### src/hdl/tlb_defs.svh
`ifndef TLB_DEFS_SVH
`define TLB_DEFS_SVH

// ----------------------------------------
// Address geometry
// ----------------------------------------

// Virtual and physical address widths
`define TLB_VADDR_BITS 32
`define TLB_PADDR_BITS 32

// Small page of 4 KiB
`define TLB_PG_BITS 12

// Index bits of the direct-mapped table, 16 entries
`define TLB_ORDER 4

// ----------------------------------------
// Request fields and credits
// ----------------------------------------
`define TLB_PID_BITS 6
`define TLB_LEN_BITS 16

// Outstanding transfers per direction
`define TLB_N_CREDITS 4

`endif

### src/hdl/tlb_pkg.sv
`include "tlb_defs.svh"

package tlb_pkg;

    // ----------------------------------------
    // Width types
    // ----------------------------------------
    typedef logic [`TLB_VADDR_BITS-1:0] vaddr_t;
    typedef logic [`TLB_PADDR_BITS-1:0] paddr_t;

    // Page numbers, address minus page offset
    typedef logic [`TLB_VADDR_BITS-`TLB_PG_BITS-1:0] vpn_t;
    typedef logic [`TLB_PADDR_BITS-`TLB_PG_BITS-1:0] ppn_t;
    typedef logic [`TLB_PG_BITS-1:0] pg_off_t;

    // Low vpn bits index the table, the rest is the tag
    typedef logic [`TLB_ORDER-1:0] tlb_idx_t;
    typedef logic [`TLB_VADDR_BITS-`TLB_PG_BITS-`TLB_ORDER-1:0] tlb_tag_t;

    typedef logic [`TLB_PID_BITS-1:0] pid_t;
    typedef logic [`TLB_LEN_BITS-1:0] len_t;

    // Holds 0 up to the full credit count
    typedef logic [$clog2(`TLB_N_CREDITS+1)-1:0] cred_t;

    // ----------------------------------------
    // Bundles
    // ----------------------------------------

    // Virtual request from the user region
    typedef struct packed {
        vaddr_t vaddr;
        len_t   len;
        pid_t   pid;
    } req_t;

    // Translated request towards the DMA engine
    typedef struct packed {
        paddr_t paddr;
        len_t   len;
        pid_t   pid;
    } dma_req_t;

    // Host table write
    typedef struct packed {
        vpn_t vpn;
        pid_t pid;
        ppn_t ppn;
    } map_t;

    typedef struct packed {
        vpn_t vpn;
        pid_t pid;
    } lookup_t;

    typedef struct packed {
        logic hit;
        ppn_t ppn;
    } tlb_rsp_t;

    // Page fault report, wr marks the write direction
    typedef struct packed {
        vaddr_t vaddr;
        pid_t   pid;
        logic   wr;
    } pfault_t;

    // Translation FSM states
    typedef enum logic [2:0] {
        ST_IDLE,
        ST_LOCK,
        ST_LOOKUP,
        ST_WAIT_RSP,
        ST_WAIT_CRED,
        ST_ISSUE,
        ST_FAULT
    } fsm_state_t;

endpackage

### src/hdl/tlb_credit_counter.sv
`timescale 1ns/1ns

`include "tlb_defs.svh"

module tlb_credit_counter #(
    parameter int N_CREDITS = `TLB_N_CREDITS
) (
    input  logic aclk,
    input  logic aresetn,
    // One credit per DMA strobe
    input  logic take,
    // One credit back per transfer done
    input  logic give,
    output logic has_credit
);
    import tlb_pkg::*;

    localparam cred_t CRED_MAX = cred_t'(N_CREDITS);

    cred_t count_q;

    // Starts full, saturates at both ends
    always_ff @(posedge aclk) begin
        if (!aresetn) begin
            count_q <= CRED_MAX;
        end else if (take && !give) begin
            if (count_q != '0) begin
                count_q <= count_q - cred_t'(1);
            end
        end else if (give && !take) begin
            if (count_q != CRED_MAX) begin
                count_q <= count_q + cred_t'(1);
            end
        end
    end

    assign has_credit = (count_q != '0);

endmodule

### src/hdl/tlb_fsm.sv
`timescale 1ns/1ns

`include "tlb_defs.svh"

module tlb_fsm #(
    parameter bit IS_WR = 1'b0
) (
    input  logic               aclk,
    input  logic               aresetn,
    // Virtual request, taken only when idle
    input  logic               req_valid,
    input  tlb_pkg::req_t      req,
    // Mutex on the shared lookup port
    input  logic               grant,
    output logic               lock,
    output logic               unlock,
    // Lookup port
    output logic               lookup_valid,
    output tlb_pkg::lookup_t   lookup,
    input  logic               rsp_valid,
    input  tlb_pkg::tlb_rsp_t  rsp,
    // Transfer credits
    input  logic               has_credit,
    // Translated request
    output logic               dma_valid,
    output tlb_pkg::dma_req_t  dma,
    // Page fault
    output logic               pf_valid,
    output tlb_pkg::pfault_t   pf,
    input  logic               restart,
    output logic               pf_pending
);
    import tlb_pkg::*;

    fsm_state_t state_q;
    fsm_state_t state_d;

    // Captured request and its translation
    req_t req_q;
    ppn_t ppn_q;

    // Answer to our own lookup
    logic rsp_hit;
    logic rsp_miss;

    assign rsp_hit  = (state_q == ST_WAIT_RSP) && rsp_valid && rsp.hit;
    assign rsp_miss = (state_q == ST_WAIT_RSP) && rsp_valid && !rsp.hit;

    // ----------------------------------------
    // Next state
    // ----------------------------------------
    always_comb begin
        state_d = state_q;
        case (state_q)
            ST_IDLE: begin
                if (req_valid) begin
                    state_d = ST_LOCK;
                end
            end
            ST_LOCK: begin
                if (grant) begin
                    state_d = ST_LOOKUP;
                end
            end
            // Single lookup strobe
            ST_LOOKUP: begin
                state_d = ST_WAIT_RSP;
            end
            ST_WAIT_RSP: begin
                if (rsp_hit) begin
                    state_d = ST_WAIT_CRED;
                end else if (rsp_miss) begin
                    state_d = ST_FAULT;
                end
            end
            ST_WAIT_CRED: begin
                if (has_credit) begin
                    state_d = ST_ISSUE;
                end
            end
            ST_ISSUE: begin
                state_d = ST_IDLE;
            end
            // Host maps the page, then restarts the lookup
            ST_FAULT: begin
                if (restart) begin
                    state_d = ST_LOCK;
                end
            end
            default: begin
                state_d = ST_IDLE;
            end
        endcase
    end

    always_ff @(posedge aclk) begin
        if (!aresetn) begin
            state_q  <= ST_IDLE;
            pf_valid <= 1'b0;
        end else begin
            state_q  <= state_d;
            // Strobe on entry to the fault state
            pf_valid <= rsp_miss;
        end
    end

    // Requests while busy are dropped
    always_ff @(posedge aclk) begin
        if ((state_q == ST_IDLE) && req_valid) begin
            req_q <= req;
        end
        if (rsp_hit) begin
            ppn_q <= rsp.ppn;
        end
    end

    // ----------------------------------------
    // Outputs
    // ----------------------------------------

    // Hold the lock request until granted
    assign lock   = (state_q == ST_LOCK) && !grant;
    // Release as soon as the answer is in
    assign unlock = (state_q == ST_WAIT_RSP) && rsp_valid;

    assign lookup_valid = (state_q == ST_LOOKUP);
    assign lookup.vpn   = req_q.vaddr[`TLB_VADDR_BITS-1:`TLB_PG_BITS];
    assign lookup.pid   = req_q.pid;

    // Physical address is ppn joined with the request offset
    assign dma_valid = (state_q == ST_ISSUE);
    assign dma.paddr = {ppn_q, req_q.vaddr[`TLB_PG_BITS-1:0]};
    assign dma.len   = req_q.len;
    assign dma.pid   = req_q.pid;

    assign pf.vaddr   = req_q.vaddr;
    assign pf.pid     = req_q.pid;
    assign pf.wr      = IS_WR;
    assign pf_pending = (state_q == ST_FAULT);

endmodule

### src/hdl/tlb_lookup_arb.sv
`timescale 1ns/1ns

module tlb_lookup_arb (
    input  logic              aclk,
    input  logic              aresetn,
    // Mutex requests
    input  logic              rd_lock,
    input  logic              rd_unlock,
    input  logic              wr_lock,
    input  logic              wr_unlock,
    output logic              rd_grant,
    output logic              wr_grant,
    // Lookups from both machines
    input  logic              rd_lookup_valid,
    input  logic              wr_lookup_valid,
    input  tlb_pkg::lookup_t  rd_lookup,
    input  tlb_pkg::lookup_t  wr_lookup,
    // Towards the table
    output logic              lookup_valid,
    output tlb_pkg::lookup_t  lookup
);

    // Mutex taken, and by which side
    logic busy_q;
    logic owner_wr_q;

    // ----------------------------------------
    // Mutex
    // ----------------------------------------
    always_ff @(posedge aclk) begin
        if (!aresetn) begin
            busy_q     <= 1'b0;
            owner_wr_q <= 1'b0;
        end else if (!busy_q) begin
            // Read wins a tie
            if (rd_lock) begin
                busy_q     <= 1'b1;
                owner_wr_q <= 1'b0;
            end else if (wr_lock) begin
                busy_q     <= 1'b1;
                owner_wr_q <= 1'b1;
            end
        end else if (owner_wr_q ? wr_unlock : rd_unlock) begin
            // Only the owner may release
            busy_q <= 1'b0;
        end
    end

    assign rd_grant = busy_q && !owner_wr_q;
    assign wr_grant = busy_q && owner_wr_q;

    // Steer the owner's lookup to the table
    assign lookup_valid = busy_q && (owner_wr_q ? wr_lookup_valid : rd_lookup_valid);
    assign lookup       = owner_wr_q ? wr_lookup : rd_lookup;

endmodule

### src/hdl/tlb_region_top.sv
`timescale 1ns/1ns

`include "tlb_defs.svh"

module tlb_region_top (
    input  logic               aclk,
    input  logic               aresetn,
    // Virtual requests
    input  logic               rd_req_valid,
    input  tlb_pkg::req_t      rd_req,
    input  logic               wr_req_valid,
    input  tlb_pkg::req_t      wr_req,
    // Table fill
    input  logic               map_valid,
    input  tlb_pkg::map_t      map,
    // Translated DMA requests
    output logic               rd_dma_valid,
    output tlb_pkg::dma_req_t  rd_dma,
    output logic               wr_dma_valid,
    output tlb_pkg::dma_req_t  wr_dma,
    // Transfer done
    input  logic               rxfer,
    input  logic               wxfer,
    // Page faults
    output logic               rd_pf_valid,
    output tlb_pkg::pfault_t   rd_pf,
    output logic               wr_pf_valid,
    output tlb_pkg::pfault_t   wr_pf,
    input  logic               rd_restart,
    input  logic               wr_restart,
    output logic               pf_irq
);
    import tlb_pkg::*;

    // ----------------------------------------
    // Internal wires
    // ----------------------------------------
    logic     rd_lock, rd_unlock, rd_grant;
    logic     wr_lock, wr_unlock, wr_grant;
    logic     rd_lookup_valid, wr_lookup_valid, lookup_valid;
    lookup_t  rd_lookup, wr_lookup, lookup;
    logic     rsp_valid;
    tlb_rsp_t rsp;
    logic     rd_has_credit, wr_has_credit;
    logic     rd_pf_pending, wr_pf_pending;

    tlb_table inst_table (
        .aclk(aclk), .aresetn(aresetn),
        .map_valid(map_valid), .map(map),
        .lookup_valid(lookup_valid), .lookup(lookup),
        .rsp_valid(rsp_valid), .rsp(rsp)
    );

    tlb_lookup_arb inst_arb (
        .aclk(aclk), .aresetn(aresetn),
        .rd_lock(rd_lock), .rd_unlock(rd_unlock),
        .wr_lock(wr_lock), .wr_unlock(wr_unlock),
        .rd_grant(rd_grant), .wr_grant(wr_grant),
        .rd_lookup_valid(rd_lookup_valid), .wr_lookup_valid(wr_lookup_valid),
        .rd_lookup(rd_lookup), .wr_lookup(wr_lookup),
        .lookup_valid(lookup_valid), .lookup(lookup)
    );

    // ----------------------------------------
    // Per-direction machines and credits
    // ----------------------------------------
    tlb_fsm #(.IS_WR(1'b0)) inst_fsm_rd (
        .aclk(aclk), .aresetn(aresetn),
        .req_valid(rd_req_valid), .req(rd_req),
        .grant(rd_grant), .lock(rd_lock), .unlock(rd_unlock),
        .lookup_valid(rd_lookup_valid), .lookup(rd_lookup),
        .rsp_valid(rsp_valid), .rsp(rsp),
        .has_credit(rd_has_credit),
        .dma_valid(rd_dma_valid), .dma(rd_dma),
        .pf_valid(rd_pf_valid), .pf(rd_pf),
        .restart(rd_restart), .pf_pending(rd_pf_pending)
    );

    tlb_fsm #(.IS_WR(1'b1)) inst_fsm_wr (
        .aclk(aclk), .aresetn(aresetn),
        .req_valid(wr_req_valid), .req(wr_req),
        .grant(wr_grant), .lock(wr_lock), .unlock(wr_unlock),
        .lookup_valid(wr_lookup_valid), .lookup(wr_lookup),
        .rsp_valid(rsp_valid), .rsp(rsp),
        .has_credit(wr_has_credit),
        .dma_valid(wr_dma_valid), .dma(wr_dma),
        .pf_valid(wr_pf_valid), .pf(wr_pf),
        .restart(wr_restart), .pf_pending(wr_pf_pending)
    );

    tlb_credit_counter #(.N_CREDITS(`TLB_N_CREDITS)) inst_cred_rd (
        .aclk(aclk), .aresetn(aresetn),
        .take(rd_dma_valid), .give(rxfer), .has_credit(rd_has_credit)
    );

    tlb_credit_counter #(.N_CREDITS(`TLB_N_CREDITS)) inst_cred_wr (
        .aclk(aclk), .aresetn(aresetn),
        .take(wr_dma_valid), .give(wxfer), .has_credit(wr_has_credit)
    );

    // Level while either direction waits for restart
    assign pf_irq = rd_pf_pending | wr_pf_pending;

endmodule

### src/hdl/tlb_table.sv
`timescale 1ns/1ns

`include "tlb_defs.svh"

module tlb_table (
    input  logic               aclk,
    input  logic               aresetn,
    // Map write from the host
    input  logic               map_valid,
    input  tlb_pkg::map_t      map,
    // Lookup port, answer one cycle later
    input  logic               lookup_valid,
    input  tlb_pkg::lookup_t   lookup,
    output logic               rsp_valid,
    output tlb_pkg::tlb_rsp_t  rsp
);
    import tlb_pkg::*;

    localparam int N_ENTRIES = 1 << `TLB_ORDER;
    localparam int VPN_BITS = `TLB_VADDR_BITS - `TLB_PG_BITS;

    // ----------------------------------------
    // Entry storage
    // ----------------------------------------
    logic [N_ENTRIES-1:0] valid_q;
    tlb_tag_t             tag_q [N_ENTRIES];
    pid_t                 pid_q [N_ENTRIES];
    ppn_t                 ppn_q [N_ENTRIES];

    // Split of the map vpn
    tlb_idx_t map_idx;
    tlb_tag_t map_tag;

    // Registered lookup
    logic     lk_valid_q;
    tlb_idx_t lk_idx_q;
    tlb_tag_t lk_tag_q;
    pid_t     lk_pid_q;

    assign map_idx = map.vpn[`TLB_ORDER-1:0];
    assign map_tag = map.vpn[VPN_BITS-1:`TLB_ORDER];

    // Only the valid bits are cleared, a write always revalidates its entry
    always_ff @(posedge aclk) begin
        if (!aresetn) begin
            valid_q <= '0;
        end else if (map_valid) begin
            valid_q[map_idx] <= 1'b1;
        end
    end

    // Overwrite whatever sat at this index
    always_ff @(posedge aclk) begin
        if (map_valid) begin
            tag_q[map_idx] <= map_tag;
            pid_q[map_idx] <= map.pid;
            ppn_q[map_idx] <= map.ppn;
        end
    end

    // ----------------------------------------
    // Lookup
    // ----------------------------------------
    always_ff @(posedge aclk) begin
        if (!aresetn) begin
            lk_valid_q <= 1'b0;
        end else begin
            lk_valid_q <= lookup_valid;
        end
    end

    always_ff @(posedge aclk) begin
        if (lookup_valid) begin
            lk_idx_q <= lookup.vpn[`TLB_ORDER-1:0];
            lk_tag_q <= lookup.vpn[VPN_BITS-1:`TLB_ORDER];
            lk_pid_q <= lookup.pid;
        end
    end

    // Hit needs valid entry, same tag, same pid
    assign rsp_valid = lk_valid_q;
    assign rsp.hit   = valid_q[lk_idx_q] && (tag_q[lk_idx_q] == lk_tag_q) &&
                       (pid_q[lk_idx_q] == lk_pid_q);
    assign rsp.ppn   = ppn_q[lk_idx_q];

endmodule

### config.mk
export PLATFORM = sky130hd
export DESIGN_NAME = tlb_region_top
export DESIGN_NICKNAME = d
export VERILOG_FILES = /design/src/hdl/tlb_pkg.sv /design/src/hdl/tlb_credit_counter.sv /design/src/hdl/tlb_fsm.sv /design/src/hdl/tlb_lookup_arb.sv /design/src/hdl/tlb_region_top.sv /design/src/hdl/tlb_table.sv
export VERILOG_INCLUDE_DIRS = /design/src /design/src/hdl
export SDC_FILE = /design/constraint.sdc
export NUM_CORES = 1
export LEC_CHECK = 0
export BUFFER_PORTS_ARGS = -buffer_cell sky130_fd_sc_hd__buf_2
export CORE_ASPECT_RATIO = 0.9
export CORE_MARGIN = 2
export CORE_UTILIZATION = 35
export DETAILED_ROUTE_END_ITERATION = 7
export PLACE_DENSITY_LB_ADDON = 0.12
export RECOVER_POWER = 50
export SLEW_MARGIN = 25
export SYNTH_ARGS = -nofsm -noshare
export SYNTH_HDL_FRONTEND = slang
export SYNTH_SLANG_ARGS = --single-unit
### constraint.sdc
create_clock -name aclk -period 8.9 [get_ports aclk]
set_input_delay 0 -clock aclk [delete_from_list [all_inputs] [get_ports aclk]]
set_output_delay 0 -clock aclk [all_outputs]
set_load 0.02 [all_outputs]
==> impl_metrics.toml <==
[status]
status = "finished, violations left"
violations = "max-capacitance violations, max-slew violations"

[clocking]
cts_resized = 0
htreeDepth = 3
cts_sinks = 883
clkTransAtPathRegs_ps = 60
cts_buffers = 94
insertion_delay_ps = 650
root_buffer = "clkbuf_16"
clk_path_buf_depth = 3
cts_tree = "done"

[min_path]
hp-class = "input pin to flop"
worstHoldStart = "wr_req[36]"
holdPathStages = 2
min_to = "inst_fsm_wr.lookup[8]$_DFFE_PP_"

[timing]
setup_viol = 0
tns_ps = 0
maxSlewViolCount = 283
relSlewSlack = -1.84
rsz0062_at_grt = "false"
tightest_slew_ps = 4260
fmax_ghz = 0.217
finalClockSkew_ps = 31.0
fin_crit_ps = 4600
finalCritPeriodShare = 0.517
hold_viol_final = 0

[detailed_routing]
drc_errors = 0
first_iter_violations = 1245
via_count = 16955
post_drt_wl_per_cell_um = 24.6
firstDrtPassIters = 5
ant_nets = 0
vias_per_cell = 4.99
wl_um = 83600

[worst_setup_path]
end_kind = "flop"
rr_worst_depth = 9
crit_required_ps = 9170
critPathMaxFanout = 107
critPathLaunchType = "flop"
ff2ff_setup_slack_ps = 4300
crit_type = "flop to flop"
crit_arrival_ps = 4870
timing.rr.end = "inst_fsm_rd.ppn_q[9]$_DFFE_PP_"

[logic_synthesis]
synth_edf_count = 846
syn_area_per_cell_um2 = 21.7
synthCells = 1537
yosys_warnings = 0
synth.distinct_cells = 58
ys_seq_area_frac = 0.784
async_reset_ff_frac = 0
synth_seq_cells = 883
synth_flop_cell = "edfxtp_1"
synth_area_mm2 = 0.0334
synth.net_count = 1702

[global_route]
grt_overflow = 0
antenna_found_initial = 4
grt_start_max_net_pins = 108
first_global_vias = 17914
grt_pass1_wl_um = 122000
grt_use_total = 0.171

[power]
pwr_density_cell_mw_per_mm2 = 222
p_leak_nw = 13.6
ir_drop_mv = 0.163

[placed_design]
io_buffers = 351
hpwl_um = 44000
gp_congestion = 0.702
place_inst = 3067

[cells_and_area]
final_cell_mix = "846 x edfxtp_1, 281 x buf_2, 180 x mux4_2"
syn2layout_area_growth_pct = 22.8
nNetsFinal = 2235
layout_commonest_cell = "edfxtp_1"
drive_above_1_share = 0.316
final_cells = 3400

[floorplanning]
initial_core_util = 0.353
coreArea_mm2 = 0.0945
rows = 107
fp.dieArea_mm2 = 0.0978
die_y_um = 297
die_w_um = 329
io_pins = 354

[flow_run]
max_cap_violations = 9
what timing repair did:
action / in CTS / in global routing
hold buffers: 158 / 0
hold endpoints to repair: 795 / 0
setup buffers: 0 / 0
kinds of logic after synthesis:
logic type | count (synthesis) | synth area share
flops | 883 | 0.784
mux | 267 | 0.149
simple gates | 148 | 0.0221
buf+inv | 126 | 0.0202
compound gates | 86 | 0.0173
xor+xnor | 23 | 0.00604
fa+ha+maj | 2 | 0.00120
other cells | 2 | 0.000225
through the flow:
step / hold slack (ps) / area (um^2) / total power [mW] / util / setup slack (ps)
final: 46.1 / 41000 / 9.11 / 0.433 / 4300
after global routing: 25.4 / 41000 / 9.43 / 0.433 / 3980
after CTS: 0.0811 / 41100 / 9.24 / 0.435 / 4140
after detailed placement: 178 / 36500 / 5.34 / 0.386 / 4180
after global placement: 176 / 36500 / 5.33 / 0.386 / 3580
after floorplan: 98.9 / 33400 / 5.13 / - / 2150
synthesized netlist by cell type (all sizes together) (12+ instances only):
cell    instances  share of area
mux2i          47          0.014
nand2          16         0.0018
mux4          180           0.12
xnor2          14         0.0037
mux2           40          0.014
nor2           62         0.0070
dfxtp          37          0.022
buf            68          0.014
clkbuf         34         0.0038
edfxtp        846           0.76
inv            24         0.0027
o21ai          21         0.0032
a21oi          17         0.0026
nor3           12         0.0018
critical path, stage by stage, from the launching register on:
cell      delay, ps
dfxtp_4         880
buf_12          640
nor2b_1         470
a22oi_1         170
a31o_2          290
a2111o_1        400
a211oi_1        360
and2_1          210
nand3_1         200
inv_2           510
worst max-delay path by stage:
stage,start,end,cells past startpoint
3_3_place_gp,flop,inst_fsm_rd.ppn_q[15]$_DFFE_PP_,9
6_report,flop,inst_fsm_rd.ppn_q[9]$_DFFE_PP_,9
2_1_floorplan,inst_fsm_wr.state_q[2]$_SDFFE_PN0P_,inst_fsm_wr.dma[0]$_DFFE_PP_,2
5_1_grt,flop,inst_fsm_rd.ppn_q[19]$_DFFE_PP_,9
3_5_place_dp,flop,inst_fsm_rd.ppn_q[15]$_DFFE_PP_,9
4_1_cts,flop,inst_fsm_rd.ppn_q[19]$_DFFE_PP_,9
metal layers:
| layer | vias up | share of wire | GRT usage |
|---|---|---|---|
| met1 | 8935 | 0.45 | 0.243 |
| met5 | - | 0.00039 | 0 |
| met4 | 4 | 0.020 | 0.0413 |
| li1 | 7373 | - | - |
| met3 | 111 | 0.054 | 0.0323 |
| met2 | 532 | 0.47 | 0.273 |
cell type report:
cell class	instances	area [um^2]
inverters	24	90.1
fillers	8275	53500
well taps	1253	1570
clock buffers	121	2570
flip-flops and latches	883	26200
repair buffers	539	3510
diodes	2	5.00
multi-input cells	528	6640
clock inverters	50	429
where the power goes:
group	internal (mW)	total (mW)	switching (mW)
combinational	0.229	0.552	0.323
clock	2.23	3.81	1.58
sequential	4.69	4.75	0.0549
registers in the layout (all words and copies together), names as in the netlist, 3 cells and up, named ones only:
name,count
inst_fsm_rd.state_q,3
inst_table.pid_q,96
inst_fsm_wr.ppn_q,20
inst_fsm_rd.lookup,20
inst_fsm_rd.dma,34
inst_table.valid_q,16
inst_table.lk_pid_q,6
inst_cred_wr.count_q,3
inst_table.lk_tag_q,16
inst_table.ppn_q,320
inst_fsm_wr.state_q,3
inst_fsm_rd.ppn_q,20
inst_table.tag_q,256
inst_table.lk_idx_q,4
inst_fsm_wr.lookup,20
inst_cred_rd.count_q,3
inst_fsm_wr.dma,34
Power figures use the tool's default switching activity.
